--- src/palette_pkg.sv ---
package palette_pkg;

	typedef logic [3:0] color_idx_t;	// One pixel as stored in the framebuffer
	typedef logic [7:0] channel_t;		// One of red, green or blue

	// 16 colour palette, each entry packed as {red, green, blue}
	localparam logic [23:0] PALETTE [0:15] = '{
		24'h00_00_00,	// 0 black
		24'h00_80_ff,	// 1 royal blue
		24'h00_00_ff,	// 2 dark blue
		24'h00_ff_ff,	// 3 cyan
		24'h66_66_66,	// 4 grey
		24'h00_ff_00,	// 5 green
		24'h80_80_00,	// 6 olive
		24'h00_00_80,	// 7 navy
		24'h18_fa_92,	// 8 sea green
		24'hff_ff_ff,	// 9 white
		24'hff_93_00,	// 10 orange
		24'hff_00_00,	// 11 red
		24'h80_ff_00,	// 12 lime
		24'hff_ff_00,	// 13 yellow
		24'h80_00_00,	// 14 maroon
		24'hff_66_66	// 15 pink
	};

endpackage

--- src/video_pkg.sv ---
package video_pkg;

	// SRAM side of the framebuffer
	typedef logic [19:0] sram_addr_t;	// Word address
	typedef logic [15:0] sram_word_t;	// Data bus, low byte carries pixels
	typedef logic [7:0]  pix_byte_t;	// Two packed 4-bit pixels

	// Where the image lives in SRAM
	localparam sram_addr_t BUFFER_START = 20'd0;

	// Stored row length in bytes (two pixels per byte)
	localparam logic [8:0] ROW_BYTES = 9'd128;

	// Vertical scaling, every stored row is scanned this many times
	localparam logic [2:0] LINE_REPEAT = 3'd4;

	// Clocks per displayed pixel
	// A byte period is twice this
	localparam logic [3:0] PIXEL_CYCLES = 4'd5;

	// Scan-out FSM
	typedef enum logic [2:0] {
		IDLE,		// Waiting for the blitter to hand over
		GRANT,		// Acknowledge pulse, SRAM taken
		SYNC,		// Resync the video timing, load the first address
		FETCH,		// Byte periods until vsync
		RELEASE		// Start the blitter, wait for ack_back
	} fetch_state_t;

endpackage

--- src/color_mapper.sv ---
`timescale 1ns/1ps

module color_mapper (
	input  logic                    vgaClkIn,
	input  logic                    reset,
	input  palette_pkg::color_idx_t pix_idx,
	input  logic                    pix_valid,
	output palette_pkg::channel_t   red,
	output palette_pkg::channel_t   green,
	output palette_pkg::channel_t   blue,
	output logic                    pixel_en
);

	import palette_pkg::*;

	logic [23:0] rgb;

	assign rgb = PALETTE[pix_idx];

	always_ff @(posedge vgaClkIn) begin
		if (!reset) begin
			red      <= '0;
			green    <= '0;
			blue     <= '0;
			pixel_en <= 1'b0;
		end else begin
			pixel_en <= pix_valid;
			if (pix_valid) begin
				red   <= rgb[23:16];
				green <= rgb[15:8];
				blue  <= rgb[7:0];
			end else begin
				// Blank between frames
				red   <= '0;
				green <= '0;
				blue  <= '0;
			end
		end
	end

endmodule

--- src/drawer_top.sv ---
`timescale 1ns/1ps

module drawer_top (
	input  logic                   vgaClkIn,
	input  logic                   reset,
	// Blitter handshake
	input  logic                   enable,
	input  logic                   ack_back,
	output logic                   acknowledge,
	output logic                   blitter_start,
	output logic                   in_control,
	// Video timing
	input  logic                   vsync,
	output logic                   vga_reset,
	// Async SRAM, read only
	input  video_pkg::sram_word_t  sram_dq,
	output video_pkg::sram_addr_t  sram_addr,
	output logic                   sram_ce_n,
	output logic                   sram_oe_n,
	// Pixel stream
	output palette_pkg::channel_t  red,
	output palette_pkg::channel_t  green,
	output palette_pkg::channel_t  blue,
	output logic                   pixel_en
);

	import video_pkg::*;
	import palette_pkg::*;

	pix_byte_t  byte_data;
	logic       byte_valid;
	color_idx_t pix_idx;
	logic       pix_valid;

	frame_fetch u_fetch (
		.vgaClkIn      (vgaClkIn),
		.reset         (reset),
		.enable        (enable),
		.ack_back      (ack_back),
		.vsync         (vsync),
		.sram_dq       (sram_dq),
		.acknowledge   (acknowledge),
		.blitter_start (blitter_start),
		.in_control    (in_control),
		.vga_reset     (vga_reset),
		.sram_addr     (sram_addr),
		.sram_ce_n     (sram_ce_n),
		.sram_oe_n     (sram_oe_n),
		.byte_data     (byte_data),
		.byte_valid    (byte_valid)
	);

	nibble_unpack u_unpack (
		.vgaClkIn   (vgaClkIn),
		.reset      (reset),
		.byte_data  (byte_data),
		.byte_valid (byte_valid),
		.pix_idx    (pix_idx),
		.pix_valid  (pix_valid)
	);

	color_mapper u_mapper (
		.vgaClkIn  (vgaClkIn),
		.reset     (reset),
		.pix_idx   (pix_idx),
		.pix_valid (pix_valid),
		.red       (red),
		.green     (green),
		.blue      (blue),
		.pixel_en  (pixel_en)
	);

endmodule

--- src/frame_fetch.sv ---
`timescale 1ns/1ps

module frame_fetch (
	input  logic                   vgaClkIn,
	input  logic                   reset,
	input  logic                   enable,		// Blitter done, frame may start
	input  logic                   ack_back,	// Blitter has taken over
	input  logic                   vsync,
	input  video_pkg::sram_word_t  sram_dq,
	output logic                   acknowledge,
	output logic                   blitter_start,
	output logic                   in_control,
	output logic                   vga_reset,
	output video_pkg::sram_addr_t  sram_addr,
	output logic                   sram_ce_n,
	output logic                   sram_oe_n,
	output video_pkg::pix_byte_t   byte_data,
	output logic                   byte_valid
);

	import video_pkg::*;

	fetch_state_t state, next_state;

	sram_addr_t addr;			// Byte being scanned
	sram_addr_t row_start;		// Rewind point for repeated rows
	logic [3:0] cyc;			// Position inside the byte period
	logic [8:0] byte_cnt;		// Byte within the stored row
	logic [2:0] rep_cnt;		// Times the current row has been shown, minus one

	logic last_cyc;
	logic row_end;
	logic rep_end;

	assign last_cyc = (cyc == 4'(2 * PIXEL_CYCLES - 1));
	assign row_end  = (byte_cnt == ROW_BYTES - 9'd1);
	assign rep_end  = (rep_cnt == LINE_REPEAT - 3'd1);

	always_ff @(posedge vgaClkIn) begin
		if (!reset) begin
			state <= IDLE;
		end else begin
			state <= next_state;
		end
	end

	always_comb begin
		next_state = state;
		case (state)
			IDLE: begin
				if (enable)
					next_state = GRANT;
			end
			GRANT:   next_state = SYNC;
			SYNC:    next_state = FETCH;
			FETCH: begin
				if (last_cyc && vsync)	// Frame ends only on a byte boundary
					next_state = RELEASE;
			end
			RELEASE: begin
				if (ack_back)
					next_state = IDLE;
			end
			default: next_state = IDLE;
		endcase
	end

	// Address generation and counters
	always_ff @(posedge vgaClkIn) begin
		if (!reset) begin
			addr      <= BUFFER_START;
			row_start <= BUFFER_START;
			cyc       <= '0;
			byte_cnt  <= '0;
			rep_cnt   <= '0;
		end else if (state == SYNC) begin
			addr      <= BUFFER_START;
			row_start <= BUFFER_START;
			cyc       <= '0;
			byte_cnt  <= '0;
			rep_cnt   <= '0;
		end else if (state == FETCH) begin
			if (!last_cyc) begin
				cyc <= cyc + 4'd1;
			end else begin
				cyc <= '0;
				if (!row_end) begin
					addr     <= addr + 20'd1;
					byte_cnt <= byte_cnt + 9'd1;
				end else begin
					byte_cnt <= '0;
					if (rep_end) begin		// Row done, step to the next one
						rep_cnt   <= '0;
						addr      <= addr + 20'd1;
						row_start <= addr + 20'd1;
					end else begin
						rep_cnt <= rep_cnt + 3'd1;
						addr    <= row_start;	// Show the same row again
					end
				end
			end
		end
	end

	// SRAM read data is sampled at the end of the address cycle
	always_ff @(posedge vgaClkIn) begin
		if (state == FETCH && cyc == 4'd0)
			byte_data <= sram_dq[7:0];
	end

	always_ff @(posedge vgaClkIn) begin
		if (!reset) begin
			byte_valid <= 1'b0;
		end else begin
			byte_valid <= (state == FETCH) && (cyc == 4'd0);
		end
	end

	// Handshake levels decoded from the state
	assign acknowledge   = (state == GRANT);
	assign vga_reset     = (state == SYNC);
	assign blitter_start = (state == RELEASE);
	assign in_control    = (state == GRANT) || (state == SYNC) || (state == FETCH);

	// Bus is released whenever the blitter may own the SRAM
	assign sram_addr = in_control ? addr : '0;
	assign sram_ce_n = ~in_control;
	assign sram_oe_n = ~in_control;

endmodule

--- src/nibble_unpack.sv ---
`timescale 1ns/1ps

module nibble_unpack (
	input  logic                  vgaClkIn,
	input  logic                  reset,
	input  video_pkg::pix_byte_t  byte_data,
	input  logic                  byte_valid,
	output palette_pkg::color_idx_t pix_idx,
	output logic                  pix_valid
);

	import video_pkg::*;

	pix_byte_t  data_q;		// Byte currently on screen
	logic [3:0] cnt;		// Cycles the current nibble has been held
	logic       half;		// 0 upper nibble, 1 lower nibble

	logic pix_last;

	assign pix_last = (cnt == PIXEL_CYCLES - 4'd1);

	always_ff @(posedge vgaClkIn) begin
		if (byte_valid)
			data_q <= byte_data;
	end

	always_ff @(posedge vgaClkIn) begin
		if (!reset) begin
			cnt       <= '0;
			half      <= 1'b0;
			pix_valid <= 1'b0;
		end else if (byte_valid) begin
			// A new byte always wins, so back to back bytes leave no gap
			cnt       <= '0;
			half      <= 1'b0;
			pix_valid <= 1'b1;
		end else if (pix_valid) begin
			if (!pix_last) begin
				cnt <= cnt + 4'd1;
			end else begin
				cnt <= '0;
				if (half)
					pix_valid <= 1'b0;	// Byte used up
				else
					half <= 1'b1;
			end
		end
	end

	// Left pixel sits in the upper nibble
	assign pix_idx = half ? data_q[3:0] : data_q[7:4];

endmodule

--- config.mk ---
export PLATFORM = sky130hd
export DESIGN_NAME = drawer_top
export DESIGN_NICKNAME = d
export VERILOG_FILES = /design/src/palette_pkg.sv /design/src/video_pkg.sv /design/src/color_mapper.sv /design/src/drawer_top.sv /design/src/frame_fetch.sv /design/src/nibble_unpack.sv
export SDC_FILE = /design/constraint.sdc
export NUM_CORES = 1
export LEC_CHECK = 0
export BUFFER_PORTS_ARGS = -buffer_cell sky130_fd_sc_hd__buf_2
export CORE_AREA = 2 2 114 116
export CTS_CLUSTER_DIAMETER = 40
export DETAILED_ROUTE_END_ITERATION = 10
export DIE_AREA = 0 0 116 118
export REMOVE_ABC_BUFFERS = 1
export SYNTH_ARGS = -nofsm -noshare
export SYNTH_HDL_FRONTEND = slang
export SYNTH_SLANG_ARGS = --single-unit
--- constraint.sdc ---
create_clock -name vgaClkIn -period 1.95 [get_ports vgaClkIn]
set_input_delay 0.195 -clock vgaClkIn [delete_from_list [all_inputs] [get_ports vgaClkIn]]
set_output_delay 0.195 -clock vgaClkIn [all_outputs]
set_load 0.05 [all_outputs]
Word level (Yosys, flattened, before mapping):

Memory sizes are Yosys's and may differ from the RTL's. A register that Yosys moved wholly into a read port is not among the register bits.
Index checks and enable logic that the tools add are counted.

* reduce and logical (&&, ||, !) cells: 14
* equal/unequal tests: 11
* add/sub/neg operators: 5
* bitwise logic cells: 3
* multiplexer cells: 16

Operators by type and width (count)
* 20-bit two-way mux: 3
* 20-bit by 1-bit adder with 20-bit output (second input constant): 1
* 3-bit case mux with 5 select lines: 1
* 3-bit two-way mux: 4
* 4-bit two-way mux: 3
* 9-bit by 1-bit adder with 9-bit output (second input constant): 1
* 3-bit by 2-bit == test with 1-bit output (second input constant): 3
* 9-bit by 7-bit == test with 1-bit output (second input constant): 1
* 9-bit two-way mux: 1
* 4-bit by 1-bit adder with 4-bit output (second input constant): 2
* 2-bit AND reduction: 3
* 3-bit AND reduction: 2
* 4-bit NOT with 5-bit output: 1
* 4-bit by 3-bit == test with 1-bit output (second input constant): 1
* 4-bit == test (second input constant): 1
* 4-bit logical NOT: 1
* 1-bit two-way mux: 4
* 2-bit != test (second input constant): 2
* 2-bit OR reduction: 2
* 3-bit by 1-bit adder with 3-bit output (second input constant): 1
* 3-bit by 1-bit == test with 1-bit output (second input constant): 1
* 3-bit == test (second input constant): 1
* 3-bit logical NOT: 1
* 1-bit logical AND: 2
* 4 further kinds: 6

* register bits after elaboration: 83
* memories kept: 1
* memory bits (read-only): 384

Memory list
* (name not given): words 16, width 24, rd ports 1, clocked after Yosys merged registers in 1, write ports 0, line color_mapper.sv:18 `assign rgb = PALETTE[pix_idx];`

Longest topological paths before layout:

* word-level depth: 4
* gate-level depth with buffers: 9
* gate-level depth less buffers: 6

Hierarchy:

A second synthesis with hierarchy kept.

* cells, all modules: 528
* area, all modules: 4902.2 um^2

Modules (own cells, without submodules)
* frame_fetch: cells each 403, times used 1, area each 3523.4 um^2
* color_mapper: cells each 84, times used 1, area each 799.5 um^2
* nibble_unpack: cells each 41, times used 1, area each 579.3 um^2

Least setup slack after synthesis:

Ideal clock, no wire load.

* path kind: reg2reg
* from: register u_fetch.state[2]
* to: register u_fetch.addr[0]
* arrival time: 2.385 ns
* setup slack: -0.569 ns
* clock period less this slack: 2.519 ns
* stages on the path, launching flop included: 7
* path through: dfxtp_1 buf_2 nor3b_1 nand2b_1 buf_2 clkbuf_1 a211oi_1

* longest elaborated chain between the ends: 2

Ends and longest elaborated chain
* from (decl): line frame_fetch.sv:23 `fetch_state_t state, next_state;`
* from (signal assigned): line frame_fetch.sv:43 `state <= next_state;`
* 3-bit by 2-bit == test with 1-bit output
* net vga_reset: line drawer_top.sv:14 `output logic vga_reset,`
* 2-bit OR reduction (no source line)
* to (signal assigned): line frame_fetch.sv:88 `addr <= addr + 20'd1;`
* to (signal assigned): line frame_fetch.sv:94 `addr <= addr + 20'd1;`
* to (signal assigned): line frame_fetch.sv:98 `addr <= row_start;`
* to (decl): line frame_fetch.sv:25 `sram_addr_t addr;`

The timed path passes the listed nets, and every way through them passes these cells.
A chain may end at the register's enable or synchronous reset.

Worst setup path after layout:

* from: register u_fetch.byte_cnt[0]
* to: register u_fetch.row_start[2]

* longest elaborated chain between the ends: 2

Ends and longest elaborated chain
* from (decl): line frame_fetch.sv:28 `logic [8:0] byte_cnt;`
* from (signal assigned): line frame_fetch.sv:89 `byte_cnt <= byte_cnt + 9'd1;`
* 9-bit by 7-bit == test with 1-bit output: line frame_fetch.sv:36 `assign row_end = (byte_cnt == ROW_BYTES - 9'd1);`
* 3-bit AND reduction (no source line)
* to (signal assigned): line frame_fetch.sv:95 `row_start <= addr + 20'd1;`
* to (decl): line frame_fetch.sv:26 `sram_addr_t row_start;`

No other way between the ends.

==> impl_results.md <==
* Endpoint of the worst-slack reg-to-reg timing path: u_fetch.row_start[2]$_SDFFE_PP0P_
* Overall overflow remaining after global route at 0
* Final routed wire length divided by cell count at 14.4 um
* Sum of buffers and inverters on the critical path at 1
* FF-to-FF path depth at 7
* Antenna-violating nets left at 0
* Largest net degree at the start of global routing at 31
* Post-DP HPWL at 7.57 mm
* Number of nets in the finished design at 651
* N_diodes at 0
* Comb power frac at 5.6%
* Post-layout min period at 1.85 ns
* First-pass detailed-route iteration total at 4
* Max Cap Violations at 0
* Vias/cell at 5.15
* Lkg Pwr at 2.34 nW
* Aggregate negative setup slack at 0 ns
* Detailed router's first-iteration violation count at 249
* Final standard cell utilization of the core at 47.6%
* Effective utilization at floorplan at 39.3%
* DRC violations left at 0
* Final weighted congestion in routability-driven placement at 0.808
* Max Transition Viols Final at 0
* Die ar. at 0.0137 sq mm
* Number of global-route vias before repair at 3863
* Clock edge transition at the registers on the reported setup and hold paths at 0.07 ns
* Area grow syn2layout at 21.2%
* Worst R2R Start: u_fetch.byte_cnt[0]$_SDFFE_PP0P_
* Final instance area at 0.00591 sq mm
* Yosys warnings at 0
* DR vias at 4092
* Post-synthesis async set-or-reset flop share at 0%
* Actual transition at the worst max-transition pin at 0.663 ns
* Areal power density over the cells at 725 mW/mm^2
* Internal power component at 3.31 mW
* CP max FO at 8
* Clock net sink count at 99
* Fin crit share at 95.0%
* Proportion of synthesized chip area in sequential cells at 43.9%
* Maximum clock skew at final layout at 0.00785 ns
* F_max at 540 MHz
* Minimum setup slack in the final design at 0.0981 ns
* Number of port buffers at 63
* Crit path cell chain: ha_4 > and4bb_2 > nand2_4 > nor3_4 > buf_2 > nor2_1 > a211oi_1
* Number of cells on the worst hold path at 1
* Final Hold Violating Endpoints at 0
* Worst voltage drop across the vdd grid at 590 uV
* Worst slew slack as a fraction of its limit at 54.6%
* Clock latency on the worst-skew pair at 0.34 ns
* RSZ-0062 raised after global routing: true
* Core area at 0.0124 sq mm
* Endpoint of the worst hold path: u_fetch.byte_data[1]$_DFFE_PP_
* CP Launch Type: register
* Width of the die at 116 um
* Endpoint type of the worst setup path: register
* Number of enable-type register cells in the synthesized netlist at 16
* Power spent charging and discharging nets at 0.967 mW
* Internal reg-to-reg setup slack at 0.1 ns
* GRT Util Overall at 16.9%
* Setup slack after placement at 0.0250 ns
* Seq pwr share at 49.3%
* Post-synthesis instance total at 554
* Worst hold start: sram_dq[1]
* Delay of the slowest critical-path stage at 0.38 ns
* Post-synth design cell area at 0.00487 sq mm
* Family with the most delay on the worst path: simple AND/OR/NAND/NOR gates
* Fraction of final layout cells sized beyond drive strength 1 at 23.6%
* Most instantiated flip-flop cell in the synthesis netlist: sky130_fd_sc_hd__dfxtp_1
* First-pass GRT wire length at 18.6 mm
* Number of unique standard cell types used by synthesis at 54
* Floorplan die height at 118 um
* Net switching fraction of the power at 22.6%
* Num CTS Buffers at 9
* Clock power share at 45.2%
* Number of antenna violations at the first check in global routing at 0
* Total Routed Length at 11.4 mm
* Number of setup violations in the final report at 0
* Placed Instance Area at 0.00542 sq mm
* CTS root buffer: sky130_fd_sc_hd__clkbuf_16
* Clock tree from TritonCTS: done
* Count of standard-cell rows at 41
* H-tree depth reported by CTS at 3
* Maximum root-to-sink buffer count at 2
* Post-synthesis register bit count at 99
* Top-level I/O count at 72
* Critical setup path kind: register to register
* Arrival time at the worst endpoint at 2.12 ns
* Post-Synthesis Mean Instance Area at 8.80 sq um
* Type of the most critical hold path: primary input to register
* Required arrival time at the worst endpoint at 2.22 ns
* Cts hold-fix bufs at 0
* Run status: finished, final reports clean
* Cell with the largest stage delay on the worst path: sky130_fd_sc_hd__dfxtp_1
-- worst max-delay path by stage --
stage                     cells after the start                                 end                              from
after global routing                          7   u_fetch.row_start[8]$_SDFFE_PP0P_  u_fetch.byte_cnt[0]$_SDFFE_PP0P_
after floorplan                               5   u_fetch.row_start[0]$_SDFFE_PP0P_       u_fetch.cyc[3]$_SDFFE_PP0P_
after detailed placement                      7  u_fetch.row_start[12]$_SDFFE_PP0P_  u_fetch.byte_cnt[1]$_SDFFE_PP0P_
after global placement                        5         u_mapper.blue[6]$_SDFF_PN0_        u_unpack.half$_SDFFE_PP0P_
final                                         7   u_fetch.row_start[2]$_SDFFE_PP0P_  u_fetch.byte_cnt[0]$_SDFFE_PP0P_
after CTS                                     7  u_fetch.row_start[12]$_SDFFE_PP0P_  u_fetch.byte_cnt[1]$_SDFFE_PP0P_
-- synth_stat cells, drive strengths merged (7+ instances only) --
cell	n	area, sq um
buf	30	190
nand2	47	176
edfxtp	16	480
a211oi	13	97.6
nor2	65	249
nor3	14	70.1
a22oi	8	60.1
dfxtp	83	1660
mux2	7	82.6
clkbuf	21	82.6
nor2b	9	56.3
nand3	16	90.1
and2	27	169
inv	11	41.3
nand4	11	83.8
ha	13	163
xnor2	12	105
a21oi	41	205
o21ai	31	155
mux2i	10	100
xor2	17	149
-- flip-flops by register name, indices dropped and copies added (netlist names) --
name,cells
u_fetch.rep_cnt,3
u_mapper.green,7
u_fetch.row_start,20
u_mapper.pixel_en,1
u_unpack.pix_valid,1
u_fetch.byte_data,8
u_mapper.red,4
u_unpack.data_q,8
u_fetch.byte_cnt,9
u_mapper.blue,5
u_fetch.addr,20
u_unpack.cnt,4
u_fetch.state,3
u_unpack.half,1
u_fetch.byte_valid,1
u_fetch.cyc,4
-- cell type report --
class / instances / area (sq um)
clock buffers: 10 / 239
clock inverters: 6 / 88.8
fillers: 1222 / 6510
inverters: 11 / 41.3
multi-input cells: 393 / 2470
flip-flops and latches: 99 / 2150
well taps: 172 / 215
repair buffers: 103 / 708
-- per-stage QoR --
stage / hold slack (ns) / power, mW / cells
detailed placement: 0.378 / 2.39 / 771
finish: 0.0255 / 4.28 / 794
global route: 0.00752 / 4.45 / 794
floorplan: 0.294 / 2.30 / 503
global placement: 0.376 / 2.39 / 771
CTS: 0.0158 / 4.33 / 787
-- per-layer routing --
layer | wire (um) | GRT usage [%]
met1 | 5000 | 20.2
met2 | 5860 | 29.8
met3 | 482 | 4.79
met4 | 63 | 3.50
met5 | 0 | 0
-- power by group through the flow --
stage | combinational (mW) | clock (mW) | sequential [mW]
after floorplan | 0.134 | 0 | 2.17
after global placement | 0.234 | 0 | 2.15
after detailed placement | 0.237 | 0 | 2.15
after CTS | 0.237 | 1.98 | 2.11
after global routing | 0.256 | 2.08 | 2.11
final | 0.238 | 1.93 | 2.11
-- what timing repair did --
item | in CTS | in global routing
pin swaps | 0 | 4
setup buffers | 0 | 4
setup endpoints to repair | 3 | 60
resized for setup | 3 | 17
cloned | 0 | 3
endpoints found under the hold margin | 0 | 0
-- kinds of logic after synthesis --
kind of cell	count (synthesis)	share of synthesized area (%)
compound gates	117	14.5
xor+xnor	29	5.21
fa+ha+maj	13	3.34
buf+inv	62	6.44
flops	99	43.9
mux	17	3.75
simple gates	217	22.9
-- cells in the final DEF (no fill, tap or decap), drive strengths merged, types with 2 or more instances in the layout --
cell type  count
buf          101
dfxtp         83
nor2          65
nand2         47
a21oi         41
o21ai         31
and2          27
xor2          17
edfxtp        16
nand3         16
nor3          14
a211oi        13
ha            13
xnor2         12
clkbuf        12
inv           11
nand4         11
mux2i         10
nor2b          9
a22oi          8
mux2           7
a31oi          5
a21o           5
nor4           5
nor3b          4
and3           4
nand2b         3
and3b          3
o22ai          3
nand3b         2
or4            2
or3            2
a22o           2
a32o           2
bufinv         2
clkinvlp       2
clkinv         2
Note: power is estimated with default switching activity, not from simulation.
